`src/mips_dbg_pkg.sv`:
```
`default_nettype none

package mips_dbg_pkg;

    ////////////////////////////////////////////////////////////////////////////
    // Datapath and memory.
    ////////////////////////////////////////////////////////////////////////////
    localparam int WORD_W     = 32;
    // Word address into the program RAM.
    localparam int ADDR_W     = 10;
    localparam int MEM_DEPTH  = 1024;
    // PC and cycle count both go out as 16-bit fields.
    localparam int CYCLE_W    = 16;
    localparam int OPCODE_W   = 6;
    localparam logic [OPCODE_W-1:0] HALT_OPCODE = '0;

    ////////////////////////////////////////////////////////////////////////////
    // UART framing and timing.
    ////////////////////////////////////////////////////////////////////////////
    localparam int BYTE_W        = 8;
    localparam int STOP_BITS     = 2;
    // Ticks per bit, and clocks per tick.
    localparam int OVERSAMPLE    = 16;
    localparam int CLKS_PER_TICK = 4;
    localparam int DIV_W         = $clog2(CLKS_PER_TICK);
    localparam int TICK_CNT_W    = $clog2(OVERSAMPLE);
    localparam int BIT_CNT_W     = $clog2(BYTE_W);

    ////////////////////////////////////////////////////////////////////////////
    // Host protocol.
    ////////////////////////////////////////////////////////////////////////////
    localparam logic [BYTE_W-1:0] CMD_LOAD = 8'h01;
    localparam logic [BYTE_W-1:0] CMD_RUN  = 8'h02;
    localparam logic [BYTE_W-1:0] CMD_STEP = 8'h03;
    localparam logic [BYTE_W-1:0] CMD_DUMP = 8'h04;
    localparam logic [BYTE_W-1:0] ACK_BYTE = 8'hA5;
    localparam int DUMP_BYTES = 8;
    localparam int DUMP_IDX_W = $clog2(DUMP_BYTES);
    // Index of a byte inside a program word.
    localparam int BYTE_IDX_W = $clog2(WORD_W / BYTE_W);

    typedef enum logic [3:0] {
        ST_IDLE,
        ST_LOAD_LEN,
        ST_LOAD_BYTE,
        ST_LOAD_WR,
        ST_LOAD_DONE,
        ST_RUN_CLR,
        ST_RUN,
        ST_STEP,
        ST_STEP_WAIT,
        ST_ACK,
        ST_SEND,
        ST_SEND_WAIT
    } dbg_state_t;

endpackage

`default_nettype wire

```
`src/uart_tx.sv`:
```
`default_nettype none

module uart_tx (
    input  logic                            i_clock,
    input  logic                            i_rst,
    input  logic                            i_tick,
    input  logic                            i_tx_start,
    input  logic [mips_dbg_pkg::BYTE_W-1:0] i_tx_data,
    output logic                            o_tx,
    output logic                            o_tx_done
);
    import mips_dbg_pkg::*;

    typedef enum logic [1:0] {TX_IDLE, TX_START, TX_DATA, TX_STOP} tx_state_t;

    tx_state_t             state_q;
    logic [TICK_CNT_W-1:0] tick_q;
    logic [BIT_CNT_W-1:0]  bit_q;
    logic [BYTE_W-1:0]     shift_q;
    logic                  bit_end;

    // Last tick of the current bit.
    assign bit_end = i_tick && (tick_q == TICK_CNT_W'(OVERSAMPLE - 1));

    always_ff @(posedge i_clock) begin
        if (i_rst) begin
            state_q   <= TX_IDLE;
            tick_q    <= '0;
            bit_q     <= '0;
            o_tx      <= 1'b1;
            o_tx_done <= 1'b0;
        end else begin
            o_tx_done <= 1'b0;
            if (i_tick && state_q != TX_IDLE) begin
                tick_q <= tick_q + 1'b1;
            end
            case (state_q)
                TX_IDLE: begin
                    if (i_tx_start) begin
                        tick_q  <= '0;
                        o_tx    <= 1'b0;
                        state_q <= TX_START;
                    end
                end
                TX_START: begin
                    if (bit_end) begin
                        bit_q   <= '0;
                        o_tx    <= shift_q[0];
                        state_q <= TX_DATA;
                    end
                end
                TX_DATA: begin
                    if (bit_end) begin
                        bit_q <= bit_q + 1'b1;
                        o_tx  <= shift_q[1];
                        if (bit_q == BIT_CNT_W'(BYTE_W - 1)) begin
                            bit_q   <= '0;
                            o_tx    <= 1'b1;
                            state_q <= TX_STOP;
                        end
                    end
                end
                default: begin
                    // Bit counter reused to count stop bits.
                    if (bit_end) begin
                        bit_q <= bit_q + 1'b1;
                        if (bit_q == BIT_CNT_W'(STOP_BITS - 1)) begin
                            o_tx_done <= 1'b1;
                            state_q   <= TX_IDLE;
                        end
                    end
                end
            endcase
        end
    end

    // Byte latched on start, shifted LSB first.
    always_ff @(posedge i_clock) begin
        if (state_q == TX_IDLE && i_tx_start) begin
            shift_q <= i_tx_data;
        end else if (state_q == TX_DATA && bit_end) begin
            shift_q <= shift_q >> 1;
        end
    end

endmodule

`default_nettype wire

```
`config.mk`:
```
export PLATFORM = sky130hd
export DESIGN_NAME = uart_tx
export DESIGN_NICKNAME = d
export VERILOG_FILES = /design/src/mips_dbg_pkg.sv /design/src/uart_tx.sv
export SDC_FILE = /design/constraint.sdc
export NUM_CORES = 1
export LEC_CHECK = 0
export ABC_AREA = 1
export BUFFER_PORTS_ARGS = -buffer_cell sky130_fd_sc_hd__buf_4
export CAP_MARGIN = 20
export CORE_MARGIN = 2
export CORE_UTILIZATION = 49
export CTS_CLUSTER_DIAMETER = 200
export DETAILED_ROUTE_END_ITERATION = 10
export HOLD_SLACK_MARGIN = 0.02
export PLACE_DENSITY = 0.82
export SYNTH_ARGS = -nofsm -noshare
export SYNTH_HDL_FRONTEND = slang
export SYNTH_SLANG_ARGS = --single-unit
```
`constraint.sdc`:
```
create_clock -name i_clock -period 1.5 [get_ports i_clock]
set_input_delay 0.3 -clock i_clock [delete_from_list [all_inputs] [get_ports i_clock]]
set_output_delay 0.3 -clock i_clock [all_outputs]
set_load 0.005 [all_outputs]
```
==> flow_summary.ini <==
[synthesis]
synth.most_common_cell = nand2_1
synth_warnings = 0
ys_types = 24
synthesis.nets = 126
synth_commonest_cells = nand2_1 (16), dfxtp_1 (11), nor2_1 (11), inv_1 (9)
synthFlopType = dfxtp_1
ys_ff_latch = 19
synthTopCellsByArea = edfxtp_1 (24%), dfxtp_1 (22%), ha_1 (10%)
netlist_instances = 106
synth.yosys.seq_area_share_pct = 46.5
synth_area_sq_um = 990
synth_area_per_cell_sq_um = 9.34
synth_top_area_share_pct = 24.3
synth_edf_count = 8
synth_async_sr_flop_share_pct = 0
yosys.area.top_type = edfxtp_1

[pwr]
intPower_w = 0.00115
power_frac_seq_pct = 41.5
ir_drop_uv = 1140
leakagePower_nw = 0.495
pwr_density_cell_mw_per_mm2 = 1430
clkPwrFrac_pct = 14.5
power_frac_comb_pct = 44.0
total_power_w = 0.00180
swShare_pct = 35.9
p_sw_w = 0.000647

[sta]
skew_ns = 0.00363
hold_ws_ns = 0.164
finalHoldViolations = 0
slew_viol_final = 0
finalSetupViolCount = 0
post-route-period-util_pct = 96.2
layout_setup_ws_ns = 0.0565
worstMarginPinSlew_ns = 0.266
fin_crit_ns = 1.44
fin_tns_setup_ns = 0
relSlewSlack_pct = 82.2
fmax_mhz = 693

[detailed_routing]
vias_per_cell = 5.33
postRouteAntennaNets = 0
drcViolationCount = 0
via_count = 815
first_pass_iters = 4
totalWireLength_mm = 2.14
drt_iter0_markers = 19
wl_per_cell_microns = 14.0

[floorplanning]
fp.dieH_microns = 48.9
pin_count = 14
die_area_sq_mm = 0.00240
core_area_sq_mm = 0.00194
initial_core_util_pct = 51.0
die_w_microns = 48.9
rows = 16

[placement]
io_buffers = 13
dp_hpwl_mm = 1.53
gp_congestion = 0.892
dp_slack_ns = -0.00408

[global_routing]
grt_use_met2_pct = 35.6
grt_overflow_total = 0
track_usage_pct = 19.2
grt_max_degree = 11
antenna_found_initial = 0
grt.busiest_layer = met2
met3_usage_pct = 2.15
met1_usage_pct = 21.2
first_global_vias = 809
grt_pass1_wl_mm = 3.51

[clock_tree]
h-tree-depth = 1
cts_tree = done
cts_num_sinks = 19
root_buffer = clkbuf_4
cts_hold_buf = 0
clock_latency_ns = 0.30
cts_buffers = 3
clk_path_buf_depth = 2
post_cts_buffers = 0
clkTransAtPathRegs_ns = 0.11

[hold_path]
hold_end = bit_q[0]
hold_path.startpoint = i_rst
whs_path_depth = 2
hold_path_class = input pin to flop

[worst_setup_path]
critPathRequiredTime_ns = 1.52
crit_arrival_ns = 1.46
worst-setup-path-type = flop to flop
cp-start-kind = flop
path_max_fanout = 8
worst_setup_path_end_kind = flop
r2r_slack_ns = 0.06
r2r-end = shift_q[5]
r2r_cells = 4
r2r-start = tick_q[0]

[cells_and_area]
num_antenna_cells = 0
fin_util_pct = 64.7
num-nets-final = 147
area_growth_pct = 26.9
drive_gt1_share_pct = 39.7

[run_status]
status = completed

[flow_run]
cap_violations = 0
worst max-delay path, cell delays in order (launching register included):
cell and delay (ns):
dfxtp_2 0.38, ha_4 0.15, nand4_1 0.22, o21ai_1 0.22
buf_4 0.19
repair_timing:
action,4_1_cts,5_1_grt
endpoints found under the setup margin,11,19
pin swaps,0,4
gates resized for setup,1,20
routing by layer:
metal  part of all wire [%]  vias to the layer above
li1                       -                      398
met1                     40                      379
met2                     52                       29
met3                    4.0                        9
met4                    4.1                        0
met5                      0                        -
sequential cells by signal (all words and copies together) (netlist names):
signal / count
bit_q: 3
o_tx: 1
o_tx_done: 1
shift_q: 8
state_q: 2
tick_q: 4
through the flow:
stage	cell area, sq um	std cells
after global routing	1260	153
after CTS	1170	153
after detailed placement	1140	149
after global placement	1140	149
final	1260	153
after floorplan	990	106
cell usage in the layout, fill, tap and decap left out, types with 4 or more instances in the layout:
cell / synthesis / layout
edfxtp_1: 8 / 8
nand3_1: 5 / 4
a21oi_1: 8 / 6
ha_1: 8 / 4
mux2_2: 7 / 7
nand2_1: 16 / 16
nor2_1: 11 / 10
dfxtp_1: 11 / 6
buf_4: 0 / 16
ha_4: 0 / 4
dfxtp_2: 0 / 4
inv_1: 9 / 8
how the worst max path moves through the flow:
stage,from,to,depth (start not counted)
6_report,tick_q[0],shift_q[5],4
5_1_grt,bit_q[0],bit_q[1],6
4_1_cts,state_q[0],tick_q[3],8
3_5_place_dp,state_q[0],tick_q[3],8
3_3_place_gp,state_q[0],state_q[1],9
2_1_floorplan,state_q[0],shift_q[0],4
power groups by stage:
stage                     combinational (W)  sequential, W  clock (W)
after floorplan                    0.000485       0.000728          0
after global placement             0.000635       0.000737          0
after detailed placement           0.000671       0.000743          0
after CTS                          0.000674       0.000734   0.000262
after global routing               0.000875       0.000762   0.000283
final                              0.000792       0.000748   0.000261
area by class of cell:
cell class	instances	area [sq um]
Clock buffer	4	26.3
Multi-Input combinational cell	76	566
Tap cell	27	33.8
Timing Repair Buffer	16	120
Sequential cell	19	469
Inverter	11	41.3
Fill cell	166	686
cell families (layout without fill, tap and decap cells):
| family | count (synthesis) | in the layout | synth area share (%) |
|---|---|---|---|
| buffers and inverters | 11 | 31 | 4.17 |
| and+or+nand+nor | 45 | 45 | 21.5 |
| DFF | 19 | 19 | 46.5 |
| adders and majority gates | 8 | 8 | 10.1 |
| muxes | 7 | 7 | 7.97 |
| xor gates and xnor gates | 2 | 2 | 1.77 |
| AOI/OAI and AO/OA | 14 | 14 | 7.97 |
(Power assumes the default switching activity.)
