--- src/mips_dbg_pkg.sv ---
`default_nettype none

package mips_dbg_pkg;

    ////////////////////////////////////////////////////////////////////////////
    // Datapath and memory.
    ////////////////////////////////////////////////////////////////////////////
    localparam int WORD_W     = 32;
    // Word address into the program RAM.
    localparam int ADDR_W     = 10;
    localparam int MEM_DEPTH  = 1024;
    // PC and cycle count both go out as 16-bit fields.
    localparam int CYCLE_W    = 16;
    localparam int OPCODE_W   = 6;
    localparam logic [OPCODE_W-1:0] HALT_OPCODE = '0;

    ////////////////////////////////////////////////////////////////////////////
    // UART framing and timing.
    ////////////////////////////////////////////////////////////////////////////
    localparam int BYTE_W        = 8;
    localparam int STOP_BITS     = 2;
    // Ticks per bit, and clocks per tick.
    localparam int OVERSAMPLE    = 16;
    localparam int CLKS_PER_TICK = 4;
    localparam int DIV_W         = $clog2(CLKS_PER_TICK);
    localparam int TICK_CNT_W    = $clog2(OVERSAMPLE);
    localparam int BIT_CNT_W     = $clog2(BYTE_W);

    ////////////////////////////////////////////////////////////////////////////
    // Host protocol.
    ////////////////////////////////////////////////////////////////////////////
    localparam logic [BYTE_W-1:0] CMD_LOAD = 8'h01;
    localparam logic [BYTE_W-1:0] CMD_RUN  = 8'h02;
    localparam logic [BYTE_W-1:0] CMD_STEP = 8'h03;
    localparam logic [BYTE_W-1:0] CMD_DUMP = 8'h04;
    localparam logic [BYTE_W-1:0] ACK_BYTE = 8'hA5;
    localparam int DUMP_BYTES = 8;
    localparam int DUMP_IDX_W = $clog2(DUMP_BYTES);
    // Index of a byte inside a program word.
    localparam int BYTE_IDX_W = $clog2(WORD_W / BYTE_W);

    typedef enum logic [3:0] {
        ST_IDLE,
        ST_LOAD_LEN,
        ST_LOAD_BYTE,
        ST_LOAD_WR,
        ST_LOAD_DONE,
        ST_RUN_CLR,
        ST_RUN,
        ST_STEP,
        ST_STEP_WAIT,
        ST_ACK,
        ST_SEND,
        ST_SEND_WAIT
    } dbg_state_t;

endpackage

`default_nettype wire

--- src/mem_port_if.sv ---
`default_nettype none

interface mem_port_if;
    import mips_dbg_pkg::*;

    // Request, held until granted.
    logic              req;
    logic              we;
    logic [ADDR_W-1:0] addr;
    logic [WORD_W-1:0] wdata;
    // Same-cycle grant.
    logic              gnt;
    // Read word, one cycle after the grant.
    logic [WORD_W-1:0] rdata;

    modport requester (
        output req, we, addr, wdata,
        input  gnt, rdata
    );

    modport arbiter (
        input  req, we, addr, wdata,
        output gnt, rdata
    );

endinterface

`default_nettype wire

--- src/prog_mem_arbiter.sv ---
`default_nettype none

module prog_mem_arbiter (
    input logic           i_clock,
    input logic           i_rst,
    mem_port_if.arbiter   dbg_port,
    mem_port_if.arbiter   fetch_port,
    mem_port_if.requester mem_port
);

    // Owner of last cycle's grant, 1 for the debug port.
    logic dbg_owner_q;

    ////////////////////////////////////////////////////////////////////////////
    // Fixed priority, debug port first.
    ////////////////////////////////////////////////////////////////////////////
    assign mem_port.req   = dbg_port.req || fetch_port.req;
    assign mem_port.we    = dbg_port.req ? dbg_port.we    : fetch_port.we;
    assign mem_port.addr  = dbg_port.req ? dbg_port.addr  : fetch_port.addr;
    assign mem_port.wdata = dbg_port.req ? dbg_port.wdata : fetch_port.wdata;

    assign dbg_port.gnt   = dbg_port.req && mem_port.gnt;
    assign fetch_port.gnt = fetch_port.req && !dbg_port.req && mem_port.gnt;

    always_ff @(posedge i_clock) begin
        if (i_rst) begin
            dbg_owner_q <= 1'b0;
        end else if (mem_port.gnt) begin
            dbg_owner_q <= dbg_port.req;
        end
    end

    // Read word back to whoever was granted.
    assign dbg_port.rdata   = dbg_owner_q ? mem_port.rdata : '0;
    assign fetch_port.rdata = dbg_owner_q ? '0 : mem_port.rdata;

endmodule

`default_nettype wire

--- src/flat_wrapper.sv ---
// flat-port wrapper written by rule: the top's interface ports become plain ports
module prog_mem_arbiter_flat 
  (i_clock, i_rst, dbg_port_req, dbg_port_we, dbg_port_addr, dbg_port_wdata, dbg_port_gnt, dbg_port_rdata, fetch_port_req, fetch_port_we, fetch_port_addr, fetch_port_wdata, fetch_port_gnt, fetch_port_rdata, mem_port_req, mem_port_we, mem_port_addr, mem_port_wdata, mem_port_gnt, mem_port_rdata);
  mem_port_if dbg_port_i ();
  mem_port_if fetch_port_i ();
  mem_port_if mem_port_i ();
  input logic i_clock;
  input logic i_rst;
  input wire logic [$bits(dbg_port_i.req)-1:0] dbg_port_req;
  input wire logic [$bits(dbg_port_i.we)-1:0] dbg_port_we;
  input wire logic [$bits(dbg_port_i.addr)-1:0] dbg_port_addr;
  input wire logic [$bits(dbg_port_i.wdata)-1:0] dbg_port_wdata;
  output wire logic [$bits(dbg_port_i.gnt)-1:0] dbg_port_gnt;
  output wire logic [$bits(dbg_port_i.rdata)-1:0] dbg_port_rdata;
  input wire logic [$bits(fetch_port_i.req)-1:0] fetch_port_req;
  input wire logic [$bits(fetch_port_i.we)-1:0] fetch_port_we;
  input wire logic [$bits(fetch_port_i.addr)-1:0] fetch_port_addr;
  input wire logic [$bits(fetch_port_i.wdata)-1:0] fetch_port_wdata;
  output wire logic [$bits(fetch_port_i.gnt)-1:0] fetch_port_gnt;
  output wire logic [$bits(fetch_port_i.rdata)-1:0] fetch_port_rdata;
  output wire logic [$bits(mem_port_i.req)-1:0] mem_port_req;
  output wire logic [$bits(mem_port_i.we)-1:0] mem_port_we;
  output wire logic [$bits(mem_port_i.addr)-1:0] mem_port_addr;
  output wire logic [$bits(mem_port_i.wdata)-1:0] mem_port_wdata;
  input wire logic [$bits(mem_port_i.gnt)-1:0] mem_port_gnt;
  input wire logic [$bits(mem_port_i.rdata)-1:0] mem_port_rdata;
  assign dbg_port_i.req = dbg_port_req;
  assign dbg_port_i.we = dbg_port_we;
  assign dbg_port_i.addr = dbg_port_addr;
  assign dbg_port_i.wdata = dbg_port_wdata;
  assign dbg_port_gnt = dbg_port_i.gnt;
  assign dbg_port_rdata = dbg_port_i.rdata;
  assign fetch_port_i.req = fetch_port_req;
  assign fetch_port_i.we = fetch_port_we;
  assign fetch_port_i.addr = fetch_port_addr;
  assign fetch_port_i.wdata = fetch_port_wdata;
  assign fetch_port_gnt = fetch_port_i.gnt;
  assign fetch_port_rdata = fetch_port_i.rdata;
  assign mem_port_req = mem_port_i.req;
  assign mem_port_we = mem_port_i.we;
  assign mem_port_addr = mem_port_i.addr;
  assign mem_port_wdata = mem_port_i.wdata;
  assign mem_port_i.gnt = mem_port_gnt;
  assign mem_port_i.rdata = mem_port_rdata;
  prog_mem_arbiter u_core (.i_clock(i_clock), .i_rst(i_rst), .dbg_port(dbg_port_i), .fetch_port(fetch_port_i), .mem_port(mem_port_i));
endmodule
--- config.mk ---
export PLATFORM = sky130hd
export DESIGN_NAME = prog_mem_arbiter_flat
export DESIGN_NICKNAME = d
export VERILOG_FILES = /design/src/mips_dbg_pkg.sv /design/src/mem_port_if.sv /design/src/prog_mem_arbiter.sv /design/src/flat_wrapper.sv
export SDC_FILE = /design/constraint.sdc
export NUM_CORES = 1
export LEC_CHECK = 0
export ABC_CLOCK_PERIOD_IN_PS = 800
export BUFFER_PORTS_ARGS = -buffer_cell sky130_fd_sc_hd__buf_2
export CORE_AREA = 4 4 88 90
export DETAILED_ROUTE_END_ITERATION = 10
export DIE_AREA = 0 0 92 94
export SYNTH_ARGS = -nofsm -noshare
export SYNTH_HDL_FRONTEND = slang
export SYNTH_SLANG_ARGS = --single-unit
--- constraint.sdc ---
create_clock -name i_clock -period 0.8 [get_ports i_clock]
set_input_delay 0.12 -clock i_clock [delete_from_list [all_inputs] [get_ports i_clock]]
set_output_delay 0.12 -clock i_clock [all_outputs]
set_load 0.05 [all_outputs]
==> Implementation_results.wiki <==
{| class="wikitable"
! Metric !! Value
|-
| Outcome || complete, but fails checks
|-
| Failing checks || setup timing
|-
| IO Port Bufs || 232
|-
| Drt pass-1 iters || 4
|-
| Starting DRC count in detailed routing || 24
|-
| Fraction of final layout cells sized beyond drive strength 1 || 0.995
|-
| Delay of the slowest cell on the worst path || 430 ps
|-
| Die Outline Area || 8650 µm²
|-
| Highest routed metal layer || met4
|-
| Worst max-slew margin expressed relative to the limit || 0.879
|-
| Number of library cell types mapped by synthesis || 12
|-
| Number of standard-cell rows in the floorplan || 31
|-
| Final critical-path required period || 1050 ps
|-
| Flip-flop count of the largest register after layout || 1
|-
| Worst setup timing slack at the placement stage || -343 ps
|-
| Sequence of cells on the critical path || buf_12 > and2_4 > buf_8
|-
| Netlist Area Pre-Place || 1120 µm²
|-
| Finished layout cell area || 3920 µm²
|-
| Peak ir drop on the vdd network || 0.000572 V
|-
| Final Instance Count excl. Fillers || 465
|-
| Register ranked first by flip-flop count || u_core.dbg_owner_q
|-
| Ports || 233
|-
| Final setup violating endpoints || 111
|-
| Syn Inst Count || 126
|-
| Worst EP arrival || 930 ps
|-
| Accumulated negative setup slack || -20360 ps
|-
| RD Place Congestion || 0.718
|-
| Portion of the clock cycle consumed by the worst path in the final layout || 1.31
|-
| Cell Area, Placed || 2900 µm²
|-
| Routed wire length || 7.01 mm
|-
| Final antenna-violating net count || 0
|-
| Final worst hold slack || 273 ps
|-
| Overall routing resource usage || 0.138
|-
| Total number of vias || 1825
|-
| Number of fill cells in the layout || 587
|-
| Transition time of the tightest slew-check pin || 182 ps
|-
| Final Power || 3.61 mW
|-
| Worst-case setup margin in the final layout || -246 ps
|-
| Setup repair after global routing missed its margin || yes
|-
| Required time reported for the critical path endpoint || 680 ps
|-
| Yosys warning count || 0
|-
| Detail Route met2 WL || 4.07 mm
|-
| Overall die width || 92 µm
|-
| Post-synthesis average cell area || 8.89 µm²
|-
| Maximum number of pins on one net before global-route repair || 21
|-
| Sequential share of the synthesized area || 0.0179
|-
| Number of global-route vias before repair || 1989
|-
| Clock skew after layout || 0 ps
|-
| Cell with the largest stage delay on the worst path || dfxtp_4
|-
| Hold Vio Cnt, Final || 0
|-
| Critical path buffer and inverter count || 2
|-
| Initial standard-cell utilization of the core || 0.159
|-
| Wire length the detailed router placed on met1 || 2.09 mm
|-
| Total of flip-flops plus latches after synthesis || 1
|-
| Number of cells after detailed placement || 457
|-
| Final design utilization || 0.555
|-
| Launching element type of the critical path || register
|-
| Antenna violations before repair || 1
|-
| Area inside the core boundary || 7060 µm²
|-
| Largest registers || u_core.dbg_owner_q: 1 flops
|-
| Crit-path leading delay family || flip-flops
|-
| Syn nets || 249
|-
| Clock slew seen by the registers of the worst setup and hold paths || 0 ps
|-
| Count of unresolved DRC violations after routing || 0
|-
| Path class of the lowest-slack min-delay path || in -> reg
|-
| Final slew viol count || 0
|-
| Half-perimeter wire length after placement || 5.30 mm
|-
| Power per cell area || 920 nW/µm²
|-
| Total overflow reported by the global router || 0
|-
| Type of the setup path with the least slack || reg -> out
|-
| Signed area change from the synthesized netlist to the final layout || 250%
|-
| Max-capacitance violation count || 0
|-
| Category of the worst setup path capture point || output port
|-
| Critical path fanouts, max || 13
|-
| Number of nets in the final layout || 490
|-
| Wire length of the first global-routing pass || 9.87 mm
|-
| Insertion delay of the later-clocked pin in the worst-skew pair || 0 ps
|-
| Vertical die dimension || 94 µm
|-
| Mean number of vias per cell || 3.92
|-
| Post-CTS Hold Fix Bufs || 0
|-
| Total length of routed met3 wires || 799 µm
|-
| Average wire per standard cell || 15.1 µm
|-
| Static leakage || 2.13 nW
|-
| Maximum clock rate || 956 MHz
|}
==> cells in the mapped netlist (all sizes together) <==
cell    instances  share of area
dfxtp           1          0.018
and2           33           0.18
mux2i           1         0.0089
nand2           1         0.0033
clkbuf          1         0.0033
nor2b          32           0.18
or2             1         0.0056
nor2            2         0.0067
buf            11          0.072
mux2           43           0.52
==> worst reg2reg max path, stage by stage (launching register included) <==
cell and delay [ps]:
dfxtp_4 380, clkbuf_16 210, mux2i_2 150, nor2_1 50
==> final cells by class <==
| class | count | area [µm²] | share of cell area |
|---|---|---|---|
| well taps | 99 | 124 | 0.0316 |
| diodes | 1 | 2.50 | 0.000638 |
| flip-flops and latches | 1 | 23.8 | 0.00606 |
| repair buffers | 251 | 2380 | 0.607 |
| multi-input cells | 113 | 1390 | 0.354 |
==> metal layers <==
metal  track usage  vias up
met2         0.304      131
met1         0.129      798
met3        0.0369        2
li1              -      894
met4       0.00866        0
met5             0        -
==> cell usage in the layout, fill, tap and decap left out <==
master and instances:
mux2i_2 1, buf_6 71, nand2_1 1, buf_12 9
nor2_4 1, nor2b_2 5, buf_16 5, clkbuf_16 2
dfxtp_4 1, and2_4 31, buf_4 5, diode_2 1
nor2_1 1, mux2_4 43, buf_2 121, and2_2 2
or2_4 1, nor2b_4 27, buf_8 38
==> what timing repair did <==
item,4_1_cts,5_1_grt
pin swaps,1,0
gates cloned,4,2
setup buffers,1,0
endpoints found under the setup margin,111,111
gates resized for setup,250,17
==> report_power, final <==
part | switching (mW) | total [mW] | internal [mW]
clock | 0 | 0.000000167 | 0.000000167
sequential | 0.0139 | 0.0669 | 0.0530
combinational | 1.92 | 3.54 | 1.62
==> final timing paths <==
path / depth (start not counted) / slack (ps) / from / end
max reg2reg: 3 / -100 / u_core.dbg_owner_q / u_core.dbg_owner_q
min: 2 / 270 / i_rst / u_core.dbg_owner_q
min reg2reg: 3 / 830 / u_core.dbg_owner_q / u_core.dbg_owner_q
max: 3 / -250 / u_core.dbg_owner_q / dbg_port_rdata[19]
==> logic make-up (layout without fill, tap and decap cells) <==
logic type,after synthesis,after routing,share of synthesized area
AND/OR/NAND/NOR,69,69,0.379
multiplexers,44,44,0.528
buffers and inverters,12,251,0.0749
flip-flops,1,1,0.0179
other,0,1,0
Note: power is estimated with default switching activity, not from simulation.
