**src/mips_dbg_pkg.sv**
```systemverilog
`default_nettype none

package mips_dbg_pkg;

    ////////////////////////////////////////////////////////////////////////////
    // Datapath and memory.
    ////////////////////////////////////////////////////////////////////////////
    localparam int WORD_W     = 32;
    // Word address into the program RAM.
    localparam int ADDR_W     = 10;
    localparam int MEM_DEPTH  = 1024;
    // PC and cycle count both go out as 16-bit fields.
    localparam int CYCLE_W    = 16;
    localparam int OPCODE_W   = 6;
    localparam logic [OPCODE_W-1:0] HALT_OPCODE = '0;

    ////////////////////////////////////////////////////////////////////////////
    // UART framing and timing.
    ////////////////////////////////////////////////////////////////////////////
    localparam int BYTE_W        = 8;
    localparam int STOP_BITS     = 2;
    // Ticks per bit, and clocks per tick.
    localparam int OVERSAMPLE    = 16;
    localparam int CLKS_PER_TICK = 4;
    localparam int DIV_W         = $clog2(CLKS_PER_TICK);
    localparam int TICK_CNT_W    = $clog2(OVERSAMPLE);
    localparam int BIT_CNT_W     = $clog2(BYTE_W);

    ////////////////////////////////////////////////////////////////////////////
    // Host protocol.
    ////////////////////////////////////////////////////////////////////////////
    localparam logic [BYTE_W-1:0] CMD_LOAD = 8'h01;
    localparam logic [BYTE_W-1:0] CMD_RUN  = 8'h02;
    localparam logic [BYTE_W-1:0] CMD_STEP = 8'h03;
    localparam logic [BYTE_W-1:0] CMD_DUMP = 8'h04;
    localparam logic [BYTE_W-1:0] ACK_BYTE = 8'hA5;
    localparam int DUMP_BYTES = 8;
    localparam int DUMP_IDX_W = $clog2(DUMP_BYTES);
    // Index of a byte inside a program word.
    localparam int BYTE_IDX_W = $clog2(WORD_W / BYTE_W);

    typedef enum logic [3:0] {
        ST_IDLE,
        ST_LOAD_LEN,
        ST_LOAD_BYTE,
        ST_LOAD_WR,
        ST_LOAD_DONE,
        ST_RUN_CLR,
        ST_RUN,
        ST_STEP,
        ST_STEP_WAIT,
        ST_ACK,
        ST_SEND,
        ST_SEND_WAIT
    } dbg_state_t;

endpackage

`default_nettype wire

```
**src/mem_port_if.sv**
```systemverilog
`default_nettype none

interface mem_port_if;
    import mips_dbg_pkg::*;

    // Request, held until granted.
    logic              req;
    logic              we;
    logic [ADDR_W-1:0] addr;
    logic [WORD_W-1:0] wdata;
    // Same-cycle grant.
    logic              gnt;
    // Read word, one cycle after the grant.
    logic [WORD_W-1:0] rdata;

    modport requester (
        output req, we, addr, wdata,
        input  gnt, rdata
    );

    modport arbiter (
        input  req, we, addr, wdata,
        output gnt, rdata
    );

endinterface

`default_nettype wire

```
**src/debug_unit.sv**
```systemverilog
`default_nettype none

module debug_unit (
    input  logic                             i_clock,
    input  logic                             i_rst,
    input  logic                             i_rx_done,
    input  logic [mips_dbg_pkg::BYTE_W-1:0]  i_rx_data,
    input  logic                             i_tx_done,
    output logic                             o_tx_start,
    output logic [mips_dbg_pkg::BYTE_W-1:0]  o_tx_data,
    mem_port_if.requester                    mem_port,
    input  logic                             i_halted,
    input  logic [mips_dbg_pkg::ADDR_W-1:0]  i_pc,
    input  logic [mips_dbg_pkg::CYCLE_W-1:0] i_cycle_count,
    input  logic [mips_dbg_pkg::WORD_W-1:0]  i_instr,
    output logic                             o_run_en,
    output logic                             o_step,
    output logic                             o_clear
);
    import mips_dbg_pkg::*;

    dbg_state_t                   state_q;
    logic [BYTE_W-1:0]            words_left_q;
    logic [BYTE_IDX_W-1:0]        byte_idx_q;
    logic [ADDR_W-1:0]            addr_q;
    // Load word, or cycle count snapshot during a step.
    logic [WORD_W-1:0]            word_q;
    // Reply bytes, sent from the top.
    logic [DUMP_BYTES*BYTE_W-1:0] dump_q;
    logic [DUMP_IDX_W-1:0]        bytes_left_q;
    logic                         cmd_valid;

    // Commands are only taken when idle.
    assign cmd_valid = (state_q == ST_IDLE) && i_rx_done;

    ////////////////////////////////////////////////////////////////////////////
    // Outputs decoded from state.
    ////////////////////////////////////////////////////////////////////////////
    assign o_tx_start     = (state_q == ST_SEND);
    assign o_tx_data      = dump_q[DUMP_BYTES*BYTE_W-1 -: BYTE_W];
    assign o_clear        = (state_q == ST_LOAD_DONE) || (state_q == ST_RUN_CLR);
    assign o_run_en       = (state_q == ST_RUN);
    assign o_step         = (state_q == ST_STEP);
    assign mem_port.req   = (state_q == ST_LOAD_WR);
    assign mem_port.we    = mem_port.req;
    assign mem_port.addr  = addr_q;
    assign mem_port.wdata = word_q;

    always_ff @(posedge i_clock) begin
        if (i_rst) begin
            state_q      <= ST_IDLE;
            words_left_q <= '0;
            byte_idx_q   <= '0;
            addr_q       <= '0;
            bytes_left_q <= '0;
        end else begin
            case (state_q)
                ST_IDLE: begin
                    // Unknown bytes fall through.
                    if (cmd_valid) begin
                        case (i_rx_data)
                            CMD_LOAD: state_q <= ST_LOAD_LEN;
                            CMD_RUN:  state_q <= ST_RUN_CLR;
                            CMD_STEP: state_q <= ST_STEP;
                            CMD_DUMP: begin
                                bytes_left_q <= DUMP_IDX_W'(DUMP_BYTES - 1);
                                state_q      <= ST_SEND;
                            end
                            default: state_q <= ST_IDLE;
                        endcase
                    end
                end
                ST_LOAD_LEN: begin
                    if (i_rx_done) begin
                        words_left_q <= i_rx_data;
                        addr_q       <= '0;
                        byte_idx_q   <= '0;
                        state_q      <= (i_rx_data == '0) ? ST_LOAD_DONE : ST_LOAD_BYTE;
                    end
                end
                ST_LOAD_BYTE: begin
                    if (i_rx_done) begin
                        byte_idx_q <= byte_idx_q + 1'b1;
                        if (byte_idx_q == '1) begin
                            state_q <= ST_LOAD_WR;
                        end
                    end
                end
                ST_LOAD_WR: begin
                    if (mem_port.gnt) begin
                        addr_q       <= addr_q + 1'b1;
                        words_left_q <= words_left_q - 1'b1;
                        state_q      <= (words_left_q == 8'd1) ? ST_LOAD_DONE : ST_LOAD_BYTE;
                    end
                end
                ST_LOAD_DONE: state_q <= ST_ACK;
                ST_RUN_CLR:   state_q <= ST_RUN;
                ST_RUN: begin
                    if (i_halted) begin
                        state_q <= ST_ACK;
                    end
                end
                ST_STEP: state_q <= ST_STEP_WAIT;
                ST_STEP_WAIT: begin
                    // Count moves once the word is captured.
                    if (i_cycle_count != word_q[CYCLE_W-1:0]) begin
                        state_q <= ST_ACK;
                    end
                end
                ST_ACK: begin
                    bytes_left_q <= '0;
                    state_q      <= ST_SEND;
                end
                ST_SEND: state_q <= ST_SEND_WAIT;
                ST_SEND_WAIT: begin
                    if (i_tx_done) begin
                        bytes_left_q <= bytes_left_q - 1'b1;
                        state_q      <= (bytes_left_q == '0) ? ST_IDLE : ST_SEND;
                    end
                end
                default: state_q <= ST_IDLE;
            endcase
        end
    end

    // Payload path.
    always_ff @(posedge i_clock) begin
        if (state_q == ST_LOAD_BYTE && i_rx_done) begin
            word_q <= {word_q[WORD_W-BYTE_W-1:0], i_rx_data};
        end else if (cmd_valid && i_rx_data == CMD_STEP) begin
            word_q <= WORD_W'(i_cycle_count);
        end
        if (cmd_valid && i_rx_data == CMD_DUMP) begin
            dump_q <= {CYCLE_W'(i_pc), i_cycle_count, i_instr};
        end else if (state_q == ST_ACK) begin
            dump_q <= {ACK_BYTE, {((DUMP_BYTES - 1) * BYTE_W){1'b0}}};
        end else if (state_q == ST_SEND_WAIT && i_tx_done) begin
            dump_q <= dump_q << BYTE_W;
        end
    end

endmodule

`default_nettype wire

```
**src/flat_wrapper.sv**
```systemverilog
// flat-port wrapper written by rule: the top's interface ports become plain ports
module debug_unit_flat import mips_dbg_pkg::*;
  (i_clock, i_rst, i_rx_done, i_rx_data, i_tx_done, o_tx_start, o_tx_data, i_halted, i_pc, i_cycle_count, i_instr, o_run_en, o_step, o_clear, mem_port_req, mem_port_we, mem_port_addr, mem_port_wdata, mem_port_gnt, mem_port_rdata);
  mem_port_if mem_port_i ();
  input  logic i_clock;
  input  logic i_rst;
  input  logic i_rx_done;
  input  logic [mips_dbg_pkg::BYTE_W-1:0] i_rx_data;
  input  logic i_tx_done;
  output logic o_tx_start;
  output logic [mips_dbg_pkg::BYTE_W-1:0] o_tx_data;
  input  logic i_halted;
  input  logic [mips_dbg_pkg::ADDR_W-1:0] i_pc;
  input  logic [mips_dbg_pkg::CYCLE_W-1:0] i_cycle_count;
  input  logic [mips_dbg_pkg::WORD_W-1:0] i_instr;
  output logic o_run_en;
  output logic o_step;
  output logic o_clear;
  output wire logic [$bits(mem_port_i.req)-1:0] mem_port_req;
  output wire logic [$bits(mem_port_i.we)-1:0] mem_port_we;
  output wire logic [$bits(mem_port_i.addr)-1:0] mem_port_addr;
  output wire logic [$bits(mem_port_i.wdata)-1:0] mem_port_wdata;
  input wire logic [$bits(mem_port_i.gnt)-1:0] mem_port_gnt;
  input wire logic [$bits(mem_port_i.rdata)-1:0] mem_port_rdata;
  assign mem_port_req = mem_port_i.req;
  assign mem_port_we = mem_port_i.we;
  assign mem_port_addr = mem_port_i.addr;
  assign mem_port_wdata = mem_port_i.wdata;
  assign mem_port_i.gnt = mem_port_gnt;
  assign mem_port_i.rdata = mem_port_rdata;
  debug_unit u_core (.i_clock(i_clock), .i_rst(i_rst), .i_rx_done(i_rx_done), .i_rx_data(i_rx_data), .i_tx_done(i_tx_done), .o_tx_start(o_tx_start), .o_tx_data(o_tx_data), .mem_port(mem_port_i), .i_halted(i_halted), .i_pc(i_pc), .i_cycle_count(i_cycle_count), .i_instr(i_instr), .o_run_en(o_run_en), .o_step(o_step), .o_clear(o_clear));
endmodule
```
**config.mk**
```make
export PLATFORM = sky130hd
export DESIGN_NAME = debug_unit_flat
export DESIGN_NICKNAME = d
export VERILOG_FILES = /design/src/mips_dbg_pkg.sv /design/src/mem_port_if.sv /design/src/debug_unit.sv /design/src/flat_wrapper.sv
export SDC_FILE = /design/constraint.sdc
export NUM_CORES = 1
export LEC_CHECK = 0
export ABC_AREA = 1
export BUFFER_PORTS_ARGS = -buffer_cell sky130_fd_sc_hd__buf_2
export CAP_MARGIN = 20
export CORE_ASPECT_RATIO = 1.2
export CORE_MARGIN = 1.5
export CORE_UTILIZATION = 40
export CTS_CLUSTER_DIAMETER = 40
export DETAILED_ROUTE_END_ITERATION = 10
export HOLD_SLACK_MARGIN = 0.06
export SLEW_MARGIN = 40
export SYNTH_ARGS = -nofsm -noshare
export SYNTH_HDL_FRONTEND = slang
export SYNTH_SLANG_ARGS = --single-unit
```
**constraint.sdc**
```tcl
create_clock -name i_clock -period 4.1 [get_ports i_clock]
set_clock_uncertainty 0.2 [all_clocks]
set_input_delay 0.82 -clock i_clock [delete_from_list [all_inputs] [get_ports i_clock]]
set_output_delay 0.82 -clock i_clock [all_outputs]
set_load 0.02 [all_outputs]
```
==> results.md <==
* TritonCTS clock tree: done
* Hold EP: u_core.dump_q[60]
* Cell taking the most area after synthesis: edfxtp_1
* Async set or reset register ratio after synthesis at 0%
* GR Overflow Total at 0
* CTS resizes at 0
* Placed Area at 6624 sq um
* Worst-margin pin slew at 691.0 ps
* Final worst path period need at 2573 ps
* # hold bufs at CTS at 0
* Setup bufs post-CTS at 0
* CTS max path bufs at 2
* Synthesis Warnings at 0
* Top post-synthesis cells by area: edfxtp_1, dfxtp_1, nand2_1
* Relative slew slack at 53.45%
* CP max stage cell: dfxtp_1
* Vias in the first global route at 4459
* Mapped Area at 5892 sq um
* Die height at 136.0 microns
* CP max FO at 13
* Post-DR vias/cell at 4.940
* Largest net degree at the start of global routing at 55
* Critical path's top delay family: flip-flops
* Pre-CTS WS at 1149 ps
* Cell area after layout at 7178 sq um
* Req. time, crit path at 3080 ps
* DR iter-0 viols at 317
* Wire per inst at 14.36 microns
* Max stage delay on crit path at 450 ps
* Total Routing Usage GR at 18.34%
* Chip width at 113.8 microns
* GP Congestion at 0.8495
* Critical Path End Type: output pin
* Share of layout cells above drive strength 1 at 23.87%
* Min-delay worst type: register to register
* ANT nets after route at 0
* PortBufs at 127
* Yosys top cell area share at 45.87%
* Reg2reg path depth at 7
* Max Freq at 388.6 MHz
* Cells after Synth at 642
* Vias at 4693
* CTS Buf Count at 17
* WP buf/inv at 1
* Layout Nets at 874
* Ant. Diodes at 0
* Crit Path Class: register to output pin
* Unrepaired setup endpoints after global routing: false
* Final HPWL DP at 9792 microns
* Commonest non-fill, non-tap cell in the layout: nand2_1
* Initial Util at 40.88%
* Commonest non-fill, non-tap cells in the layout: nand2_1, buf_2, edfxtp_1, inv_1, nor2_1
* Register area share after synthesis at 57.08%
* Arrival @ worst endpoint at 1550 ps
* First-pass GRT wire length at 21460 microns
* Clock insertion delay at the later pin of the skew report at 420 ps
* Worst R2R Start: u_core.state_q[1]
* Top FF cell, synth: edfxtp_1
* # rows at 48
* Seq cells post-synth at 123
* Drt pass-1 iters at 5
* Leak Pwr at 3.208 nW
* Setup-failing EPs final at 0
* Syn avg cell area at 9.177 sq um
* Die area at 15470 sq um
* Post-synth EDFFs at 90
* Setup ws final at 1527 ps
* Clk slew on worst S/H paths at 50 ps
* Initial antenna violation count at 0
* Post-Syn Nets at 752
* Peak supply drop at 260.1 uV
* Drt total wl at 13640 microns
* Count of pins over their slew limit at 0
* Area delta synth->final at 21.83%
* Clock sink count at 123
* Residual DRC at 0
* CTS root buf: clkbuf_16
* Synth unique cells at 31
* Setup TNS at 0 ps
* R2R Path End: u_core.mem_port.wdata[2]
* Final Hold Violating Endpoints at 0
* H-Tree Depth at 4
* CP cell instances: nand2_2 -> nor2_4 -> buf_2
* Maxcap violations at 0
* Hold-critical path depth at 2
* Fin crit share at 62.76%
* Util after Layout at 49.80%
* Hold_sp: u_core.dump_q[60]
* Reg2reg setup slack at 1710 ps
* Power Dens Cells at 532.9 nW/um^2
* Outcome: complete, no violations
* Boundary pin count at 160
* CORE AREA at 14410 sq um
* CP startpoint kind: register
==> worst register-to-register path, cell delays in order (launching register included) <==
cell     delay [ps]
dfxtp_1         450
nand2_1         180
nor2_2          220
inv_2            90
nor2_4          480
inv_2           320
nand2_1         130
o21ai_1          60
==> cell usage after synthesis (2+ instances only) <==
cell type,number
buf_2,9
edfxtp_1,90
clkbuf_1,4
nand2_1,128
inv_1,84
nor2_4,5
xor2_1,2
nand3b_1,3
o21ai_1,2
nand4_1,2
nor2_1,81
buf_4,14
nor3_1,3
a21oi_1,29
a22o_1,35
inv_2,9
ha_1,6
xnor2_1,3
o21ai_0,56
dfxtp_1,33
nand3_1,27
nor2_2,2
nand2_2,7
==> cells by family (layout without fill, tap and decap cells) <==
| logic type | count (synthesis) | count (layout) | synth area share (%) |
|---|---|---|---|
| AND/OR/NAND/NOR | 261 | 261 | 18.92 |
| AO/OA/AOI/OAI | 126 | 126 | 13.06 |
| flip-flops | 123 | 123 | 57.08 |
| buffers and inverters | 121 | 254 | 8.919 |
| adder cells (fa/ha/maj) | 6 | 6 | 1.274 |
| XOR/XNOR | 5 | 5 | 0.7434 |
==> worst max path at each step <==
stage	start	to	slack (ps)	cells past startpoint
finish	u_core.state_q[1]	mem_port_req	1530	3
global route	i_rx_data[1]	u_core.dump_q[25]	1350	9
CTS	u_core.state_q[1]	mem_port_req	1520	3
detailed placement	i_rx_data[0]	u_core.dump_q[4]	1150	9
global placement	i_rx_data[0]	u_core.dump_q[4]	1180	9
floorplan	i_rx_data[6]	u_core.mem_port.wdata[0]	600	5
==> report_power, final <==
group	internal, mW	switching, mW	total (mW)
Clock	0.881	0.536	1.42
Sequential	1.50	0.0795	1.58
Combinational	0.272	0.561	0.833
Total	2.65	1.18	3.83
==> per-stage QoR <==
stage | hold slack, ps | total power, mW | cells
CTS | 260.5 | 3.850 | 950
global placement | 241.8 | 2.403 | 920
floorplan | 229.2 | 2.229 | 642
finish | 255.0 | 3.825 | 950
detailed placement | 253.6 | 2.433 | 920
global route | 288.2 | 4.023 | 950
==> routing by layer <==
| metal | track usage, % | vias to the layer above | share of wire, % |
|---|---|---|---|
| li1 | - | 2370 | - |
| met1 | 21.73 | 2170 | 42 |
| met2 | 31.36 | 137 | 51 |
| met3 | 4.993 | 16 | 5.0 |
| met4 | 7.778 | 0 | 1.9 |
| met5 | 0 | - | 0 |
==> state kept, by name, indices dropped and copies added (netlist names) <==
signal,count
u_core.dump_q,64
u_core.mem_port.wdata,32
u_core.mem_port.addr,10
u_core.words_left_q,8
u_core.state_q,4
u_core.bytes_left_q,3
u_core.byte_idx_q,2
==> cell type report <==
type | instances | area (sq um)
Timing Repair Buffer | 131 | 678.2
Clock inverter | 12 | 125.1
Multi-Input combinational cell | 398 | 2014
Fill cell | 1346 | 7236
Clock buffer | 18 | 429.2
Sequential cell | 123 | 3363
Tap cell | 175 | 219.0
Inverter | 93 | 349.1
No activity file was read; power rests on OpenSTA's default activity.
