File: config.mk
export PLATFORM = sky130hd
export DESIGN_NAME = uart_rx
export DESIGN_NICKNAME = d
export VERILOG_FILES = /design/src/mips_dbg_pkg.sv /design/src/uart_rx.sv
export SDC_FILE = /design/constraint.sdc
export NUM_CORES = 1
export LEC_CHECK = 0
export BUFFER_PORTS_ARGS = -buffer_cell sky130_fd_sc_hd__buf_4
export CORE_UTILIZATION = 45
export DETAILED_ROUTE_END_ITERATION = 10
export GPL_TIMING_DRIVEN = 1
export HOLD_SLACK_MARGIN = 0.05
export PLACE_DENSITY = 0.77
export SLEW_MARGIN = 25
export SYNTH_ARGS = -nofsm -noshare
export SYNTH_HDL_FRONTEND = slang
export SYNTH_SLANG_ARGS = --single-unit
File: constraint.sdc
create_clock -name i_clock -period 3.65 [get_ports i_clock]
set_clock_uncertainty 0.05 [all_clocks]
set_input_delay 0.73 -clock i_clock [delete_from_list [all_inputs] [get_ports i_clock]]
set_output_delay 0.73 -clock i_clock [all_outputs]
set_load 0.01 [all_outputs]
File: src/mips_dbg_pkg.sv
`default_nettype none

package mips_dbg_pkg;

    ////////////////////////////////////////////////////////////////////////////
    // Datapath and memory.
    ////////////////////////////////////////////////////////////////////////////
    localparam int WORD_W     = 32;
    // Word address into the program RAM.
    localparam int ADDR_W     = 10;
    localparam int MEM_DEPTH  = 1024;
    // PC and cycle count both go out as 16-bit fields.
    localparam int CYCLE_W    = 16;
    localparam int OPCODE_W   = 6;
    localparam logic [OPCODE_W-1:0] HALT_OPCODE = '0;

    ////////////////////////////////////////////////////////////////////////////
    // UART framing and timing.
    ////////////////////////////////////////////////////////////////////////////
    localparam int BYTE_W        = 8;
    localparam int STOP_BITS     = 2;
    // Ticks per bit, and clocks per tick.
    localparam int OVERSAMPLE    = 16;
    localparam int CLKS_PER_TICK = 4;
    localparam int DIV_W         = $clog2(CLKS_PER_TICK);
    localparam int TICK_CNT_W    = $clog2(OVERSAMPLE);
    localparam int BIT_CNT_W     = $clog2(BYTE_W);

    ////////////////////////////////////////////////////////////////////////////
    // Host protocol.
    ////////////////////////////////////////////////////////////////////////////
    localparam logic [BYTE_W-1:0] CMD_LOAD = 8'h01;
    localparam logic [BYTE_W-1:0] CMD_RUN  = 8'h02;
    localparam logic [BYTE_W-1:0] CMD_STEP = 8'h03;
    localparam logic [BYTE_W-1:0] CMD_DUMP = 8'h04;
    localparam logic [BYTE_W-1:0] ACK_BYTE = 8'hA5;
    localparam int DUMP_BYTES = 8;
    localparam int DUMP_IDX_W = $clog2(DUMP_BYTES);
    // Index of a byte inside a program word.
    localparam int BYTE_IDX_W = $clog2(WORD_W / BYTE_W);

    typedef enum logic [3:0] {
        ST_IDLE,
        ST_LOAD_LEN,
        ST_LOAD_BYTE,
        ST_LOAD_WR,
        ST_LOAD_DONE,
        ST_RUN_CLR,
        ST_RUN,
        ST_STEP,
        ST_STEP_WAIT,
        ST_ACK,
        ST_SEND,
        ST_SEND_WAIT
    } dbg_state_t;

endpackage

`default_nettype wire

File: src/uart_rx.sv
`default_nettype none

module uart_rx (
    input  logic                            i_clock,
    input  logic                            i_rst,
    input  logic                            i_tick,
    input  logic                            i_rx,
    output logic                            o_rx_done,
    output logic [mips_dbg_pkg::BYTE_W-1:0] o_rx_data
);
    import mips_dbg_pkg::*;

    typedef enum logic [1:0] {RX_IDLE, RX_START, RX_DATA, RX_STOP} rx_state_t;

    rx_state_t             state_q;
    logic [1:0]            sync_q;
    logic [TICK_CNT_W-1:0] tick_q;
    logic [BIT_CNT_W-1:0]  bit_q;
    logic                  rx_s;
    logic                  bit_end;

    // Two-flop synchronizer on the line.
    assign rx_s    = sync_q[1];
    // Centre of a bit, 16 ticks after the previous centre.
    assign bit_end = i_tick && (tick_q == TICK_CNT_W'(OVERSAMPLE - 1));

    always_ff @(posedge i_clock) begin
        if (i_rst) begin
            sync_q    <= 2'b11;
            state_q   <= RX_IDLE;
            tick_q    <= '0;
            bit_q     <= '0;
            o_rx_done <= 1'b0;
        end else begin
            sync_q    <= {sync_q[0], i_rx};
            o_rx_done <= 1'b0;
            // Tick counter wraps at 16 by width.
            if (i_tick) begin
                tick_q <= tick_q + 1'b1;
            end
            case (state_q)
                RX_IDLE: begin
                    tick_q <= '0;
                    if (!rx_s) begin
                        state_q <= RX_START;
                    end
                end
                RX_START: begin
                    // Recheck the start bit at mid-bit.
                    if (i_tick && tick_q == TICK_CNT_W'(OVERSAMPLE / 2 - 1)) begin
                        tick_q  <= '0;
                        bit_q   <= '0;
                        state_q <= rx_s ? RX_IDLE : RX_DATA;
                    end
                end
                RX_DATA: begin
                    if (bit_end) begin
                        bit_q <= bit_q + 1'b1;
                        if (bit_q == BIT_CNT_W'(BYTE_W - 1)) begin
                            state_q <= RX_STOP;
                        end
                    end
                end
                default: begin
                    // A low stop bit drops the frame.
                    if (bit_end) begin
                        o_rx_done <= rx_s;
                        state_q   <= RX_IDLE;
                    end
                end
            endcase
        end
    end

    // Data bits arrive LSB first.
    always_ff @(posedge i_clock) begin
        if (state_q == RX_DATA && bit_end) begin
            o_rx_data <= {rx_s, o_rx_data[BYTE_W-1:1]};
        end
    end

endmodule

`default_nettype wire

==> impl_summary.log, run 1 <==
INFO  metric logic_depth_of_the_worst_register_to_register_path = 5
INFO  metric number_of_enable_type_register_cells_in_the_synthesized_netlist = 8
INFO  metric synth_top_cell_by_area = dfxtp_1
INFO  metric post-route-drc-count = 0
INFO  metric wl_per_cell = 12.2 µm
INFO  metric tritoncts = built
INFO  metric clkSlewWorstSetupHoldPaths = 110 ps
INFO  metric post_cts_buffers = 0
INFO  metric synthCells = 79
INFO  metric detailedRoute.firstIterationViolations = 8
INFO  metric ant_diodes = 0
INFO  metric initial_core_util = 50.1%
INFO  metric hold-worst-slack = 373 ps
INFO  metric post_route_fraction_of_the_period_consumed_by_the_critical_path = 47.2%
INFO  metric synth_largest_type_area_fraction = 26.6%
INFO  metric unique_masters_post_synth = 32
INFO  metric cts_max_path_buffers = 2
INFO  metric synth.area.top_cells = dfxtp_1 (27%), edfxtp_1 (27%), ha_1 (9.7%)
INFO  metric cts-buffers-inserted = 3
INFO  metric drt-total-wl = 1430 µm
INFO  metric async_reset_ff_share = 0%
INFO  metric cellPowerDensity = 429 nW/µm²
INFO  metric grtUsageTotal = 15.6%
INFO  metric endpoint_kind = register
INFO  metric yosysWarningCount = 0
INFO  metric rows = 15
INFO  metric floorplan.die.width = 46.8 µm
INFO  metric postSynthNetCount = 90
INFO  metric wire_length_of_the_first_global_routing_pass = 2330 µm
INFO  metric max_freq = 581 MHz
INFO  metric timing.final.setup_violations = 0
INFO  metric ctsHtreeMaxLevel = 1
INFO  metric die_height = 46.8 µm
INFO  metric critPathLaunch = state_q[0]
INFO  metric drive_gt1_share = 22.8%
INFO  metric cp_top_family = simple AND/OR/NAND/NOR gates
INFO  metric largest_stage_delay_on_the_critical_path = 600 ps
INFO  metric cap_viol_max_count = 0
INFO  metric final.setup.tns = 0 ps
INFO  metric area_growth = 13.9%
INFO  metric min-delay-start = sync_q[0]
INFO  metric first_global_vias = 563
INFO  metric r2r_start = state_q[0]
INFO  metric post_cts_resize_count = 0
INFO  metric syn_area = 903 µm²
INFO  metric timing.critical_path.cells = inv_1, ha_1, or4_1, nand3_1, a21oi_1
INFO  metric worst_setup_path_start_kind = register
INFO  metric leakage = 0.403 nW
INFO  metric design.die.area = 2190 µm²
INFO  metric worst_ir_drop_vdd = 0.252 mV
INFO  metric hp-class = reg2reg
INFO  metric final-instance-count-excl-fill = 117
INFO  metric worst_slew_margin_rel = 73.1%
INFO  metric share_of_the_yosys_chip_area_belonging_to_registers = 53.2%
INFO  metric num_vias = 615
INFO  metric grt_overflow = 0
INFO  metric via_per_inst = 5.26
INFO  metric critical_path.n_buffers_inverters = 1
INFO  metric number_of_cells_traversed_by_the_worst_hold_path = 1
INFO  metric timing.rr.end = bit_q[1]
INFO  metric antenna_found_initial = 0
INFO  metric outcome = finished clean
INFO  metric slowest_stage = or4_1
INFO  metric postSynthAreaPerCell = 11.4 µm²
INFO  metric hpwlAfterDp = 1100 µm
INFO  metric worst-r2r-setup-slack = 1930 ps
INFO  metric final_weighted_congestion_of_routability_driven_global_placement = 0.811
INFO  metric clockRootBuffer = clkbuf_4
INFO  metric synth-main-ff-cell = dfxtp_1
INFO  metric finish.net_count = 104
INFO  metric rsz_0062_raised_after_global_routing = false
INFO  metric tightest_slew = 401 ps
INFO  metric drt-pass1-iter-count = 4
INFO  metric timing.final.hold_violations = 0
INFO  metric worst-path-max-fanout = 7
INFO  metric report.final.slew_viol_count = 0
INFO  metric placeableCoreArea = 1800 µm²
INFO  metric power.total = 442 µW
INFO  metric cts_hold_buffers = 0
INFO  metric number_of_storage_elements_in_the_synthesis_netlist = 20
INFO  metric place_inst = 113
INFO  metric worstHoldEndpoint = sync_q[1]
INFO  metric worst-setup-path-type = reg2reg
INFO  metric timing.final.crit_period = 1720 ps
INFO  metric final_antenna_net_count = 0
INFO  metric placement.io_buffers = 12
INFO  metric worstSkewPairLatency = 300 ps
INFO  metric grt_max_degree = 12
INFO  metric worst-endpoint-arrival = 1870 ps
INFO  metric boundaryPins = 13
INFO  metric timing.critical_path.required = 3800 ps
INFO  metric number_of_sinks_driven_by_the_clock_tree = 20
## area by class of cell
cell class	instances	area (µm²)
Fill cell	173	773
Sequential cell	20	480
Multi-Input combinational cell	52	385
Timing Repair Buffer	12	90.1
Tap cell	25	31.3
Clock buffer	3	22.5
Inverter	4	15.0
Clock inverter	1	3.75
## layer usage
layer | global-route usage, % | routed length (µm)
met1 | 17.7 | 668
met5 | 0 | 0
met3 | 6.92 | 77
met4 | 5.14 | 8
met2 | 26.4 | 676
## cell usage after synthesis (all sizes together) (3+ instances only)
cell type and instances:
edfxtp 8, nor2 5, nand2b 3, nand2 3
inv 4, dfxtp 12, nand4 3, ha 7
nand3 4, and3 3, a21oi 5
## kinds of logic (layout without fill, tap and decap cells)
kind of cell	count (synthesis)	in the layout	share of synthesized area, %
adder cells (fa/ha/maj)	7	7	9.69
AO/OA/AOI/OAI	11	11	7.89
XOR/XNOR	3	3	2.91
flip-flops	20	20	53.2
multiplexers	2	2	2.22
AND/OR/NAND/NOR	29	29	19.9
buffers and inverters	7	20	4.15
## cell usage in the layout (no fill, tap or decap), types with 3 or more instances in the layout
cell,n
clkbuf_4,3
nand3_1,4
edfxtp_1,8
buf_4,12
nand2b_1,3
nor2_1,5
ha_1,7
inv_1,3
nand2_1,3
dfxtp_1,12
a21oi_1,5
## stage by stage
step / instance area [µm²] / utilization [%] / setup slack [ps]
finish: 1030 / 57.1 / 1930
global route: 1030 / 57.1 / 1780
CTS: 1030 / 57.1 / 1910
detailed placement: 1000 / 55.6 / 1790
global placement: 1000 / 55.6 / 1840
floorplan: 903 / - / 1940
## where the power goes
part           switching, mW  internal (mW)  leakage (nW)
combinational         0.0513         0.0368         0.219
sequential            0.0114          0.240         0.169
clock                 0.0623         0.0398        0.0154
## how the worst max path moves through the flow
stage / endpoint / slack (ps) / cells after the start
global route: bit_q[1] / 1780 / 5
detailed placement: o_rx_data[4] / 1790 / 3
global placement: state_q[1] / 1840 / 5
finish: bit_q[1] / 1930 / 5
floorplan: o_rx_data[0] / 1940 / 3
CTS: bit_q[1] / 1910 / 5
## state kept, by name (all words and copies together) (netlist names)
signal / cells
bit_q: 3
state_q: 2
tick_q: 4
o_rx_done: 1
o_rx_data: 8
sync_q: 2
(Power assumes the default switching activity.)
==> run 2: changes to the inputs <==
Settings changed: PLACE_DENSITY 0.77 to 0.8.
Clock period 3.65 ns to 1.5 ns, I/O delays scaled along.
==> impl_summary.log, run 2 (same netlist as run 1, synthesis figures left out) <==
INFO  metric outcome = finished with violations
INFO  metric failed_checks = negative setup slack
INFO  metric report.final.slew_viol_count = 0 (unchanged)
INFO  metric r2r_start = tick_q[1]
INFO  metric power.total = 1.48 mW (+230%)
INFO  metric placeableCoreArea = 1800 µm² (unchanged)
INFO  metric initial_core_util = 50.1% (unchanged)
INFO  metric top_register = o_rx_data
INFO  metric multi_input_area = 464 µm² (+20%)
INFO  metric layout_setup_ws = -98.4 ps (-2030 ps)
INFO  metric antenna_found_initial = 0 (unchanged)
INFO  metric tightest_slew = 413 ps (+12.6 ps)
INFO  metric max_freq = 626 MHz (+7.7%)
INFO  metric rows = 15 (unchanged)
INFO  metric cap_viol_max_count = 0 (unchanged)
INFO  metric critPathLaunch = tick_q[1]
INFO  metric ff_latch_area = 492 µm² (+2.3%)
INFO  metric worst-path-max-fanout = 4 (-3)
INFO  metric cts_hold_buffers = 0 (unchanged)
INFO  metric worst_setup_path_start_kind = register
INFO  metric floorplan.die.width = 46.8 µm (unchanged)
INFO  metric grtUsageTotal = 21.6% (+6.0 points)
INFO  metric cts-buffers-inserted = 3 (unchanged)
INFO  metric finish.net_count = 116 (+12%)
INFO  metric worst_slew_margin_rel = 72.2% (-0.85 points)
INFO  metric largest_register_ffs = 8 (unchanged)
INFO  metric timing.critical_path.required = 1650 ps (-2150 ps)
INFO  metric mostFrequentLayoutCells = buf_4 (23), edfxtp_1 (8), dfxtp_1 (7), nor2_1 (5)
INFO  metric clkSlewWorstSetupHoldPaths = 120 ps (about the same)
INFO  metric timing.final.setup_violations = 5 (+5)
INFO  metric clockRootBuffer = clkbuf_4
INFO  metric boundaryPins = 13 (unchanged)
INFO  metric grt_overflow = 0 (unchanged)
INFO  metric area_growth = 38.0%
INFO  metric largestRegisters = o_rx_data: 8 flops, tick_q: 4 flops, bit_q: 3 flops
INFO  metric placement.io_buffers = 12 (unchanged)
INFO  metric number_of_sinks_driven_by_the_clock_tree = 20 (unchanged)
INFO  metric ctsHtreeMaxLevel = 1 (unchanged)
INFO  metric post-route-drc-count = 0 (unchanged)
INFO  metric wire_length_of_the_first_global_routing_pass = 2990 µm (+28%)
INFO  metric die_height = 46.8 µm (unchanged)
INFO  metric instance_area_after_placement = 1070 µm² (+6.7%)
INFO  metric first_global_vias = 671 (+19%)
INFO  metric hpwlAfterDp = 1230 µm (+11%)
INFO  metric final_antenna_net_count = 0 (unchanged)
INFO  metric drt-total-wl = 1880 µm (+31%)
INFO  metric design.die.area = 2190 µm² (unchanged)
INFO  metric detailedRoute.firstIterationViolations = 9 (+1)
INFO  metric worst_ir_drop_vdd = 1.07 mV (+320%)
INFO  metric worst-endpoint-arrival = 1750 ps (-120 ps)
INFO  metric cellPowerDensity = 1190 nW/µm² (+180%)
INFO  metric worstSkewPairLatency = 310 ps (about the same)
INFO  metric post_route_fraction_of_the_period_consumed_by_the_critical_path = 107% (+59 points)
INFO  metric post-place-ws = -71.4 ps (-1860 ps)
INFO  metric place_inst = 121 (+7.1%)
INFO  metric post-route-cell-area = 1250 µm² (+21%)
INFO  metric leakage = 0.490 nW (+21%)
INFO  metric commonest_non_fill_non_tap_cell_in_the_layout = buf_4
INFO  metric endpoint_kind = register
INFO  metric drt-pass1-iter-count = 4 (unchanged)
INFO  metric num_vias = 699 (+14%)
INFO  metric hp-class = in2reg
INFO  metric final_weighted_congestion_of_routability_driven_global_placement = 0.723 (-11%)
INFO  metric cts_max_path_buffers = 2 (unchanged)
INFO  metric timing.final.crit_period = 1600 ps (-123 ps)
INFO  metric grt_max_degree = 13 (+1)
INFO  metric rsz_0062_raised_after_global_routing = true
INFO  metric fin_util = 69.2% (+12 points)
INFO  metric ant_diodes = 0 (unchanged)
INFO  metric fillers = 142 (-18%)
INFO  metric final.setup.tns = -227 ps (-227 ps)
INFO  metric hold-worst-slack = 111 ps (-262 ps)
INFO  metric tritoncts = built
INFO  metric min-delay-start = i_rx
INFO  metric worst-setup-path-type = reg2reg
INFO  metric final-instance-count-excl-fill = 129 (+10%)
INFO  metric timing.final.hold_violations = 0 (unchanged)
INFO  metric wl_per_cell = 14.6 µm (+19%)
INFO  metric drive_gt1_share = 50.0% (+27 points)
INFO  metric via_per_inst = 5.42 (+3.1%)
[run 2: cell count changes in the layout (fill, tap and decap cells not counted), sizes merged]
cell / change
buf: +12
bufinv: +1
clkinv: -1
[run 2: critical path: stages (launching register included)]
cell and delay [ps]:
dfxtp_2 370, ha_4 170, nand4_4 110, a222oi_1 400, buf_4 180, o211a_1 130
o32ai_1 70
[run 2: worst paths after layout]
path	cells past startpoint	slack, ps	endpoint
worst min-delay path	2	110	sync_q[0]
worst min register to register	1	380	sync_q[1]
worst max register to register	6	-100	state_q[1]
worst max-delay path	6	-100	state_q[1]
[run 2: power breakdown]
part | total (mW) | internal, mW | switching (mW)
logic | 0.406 | 0.210 | 0.196
registers | 0.622 | 0.593 | 0.0297
clock network | 0.450 | 0.270 | 0.179
[run 2: timing repair]
item | in CTS | in global routing
pin swaps | 8 | 2
setup endpoints to repair | 8 | 13
gates resized for setup | 21 | 4
setup buffers | 2 | 2
endpoints found under the hold margin | 0 | 0
gates cloned | 0 | 0
[run 2: final cells by class]
type	instances	area share [%]
Clock inverter	1	2.41
Multi-Input combinational cell	52	37.2
Tap cell	25	2.51
Timing Repair Buffer	24	14.8
Clock buffer	3	1.81
Sequential cell	20	39.5
Inverter	4	1.81
[run 2: layer usage]
layer | GRT usage [%] | vias to the layer above | routed length [µm]
li1 | - | 345 | -
met1 | 25.2 | 327 | 833
met2 | 31.4 | 20 | 886
met3 | 6.92 | 7 | 72
met4 | 20.0 | 0 | 86
met5 | 0 | - | 0
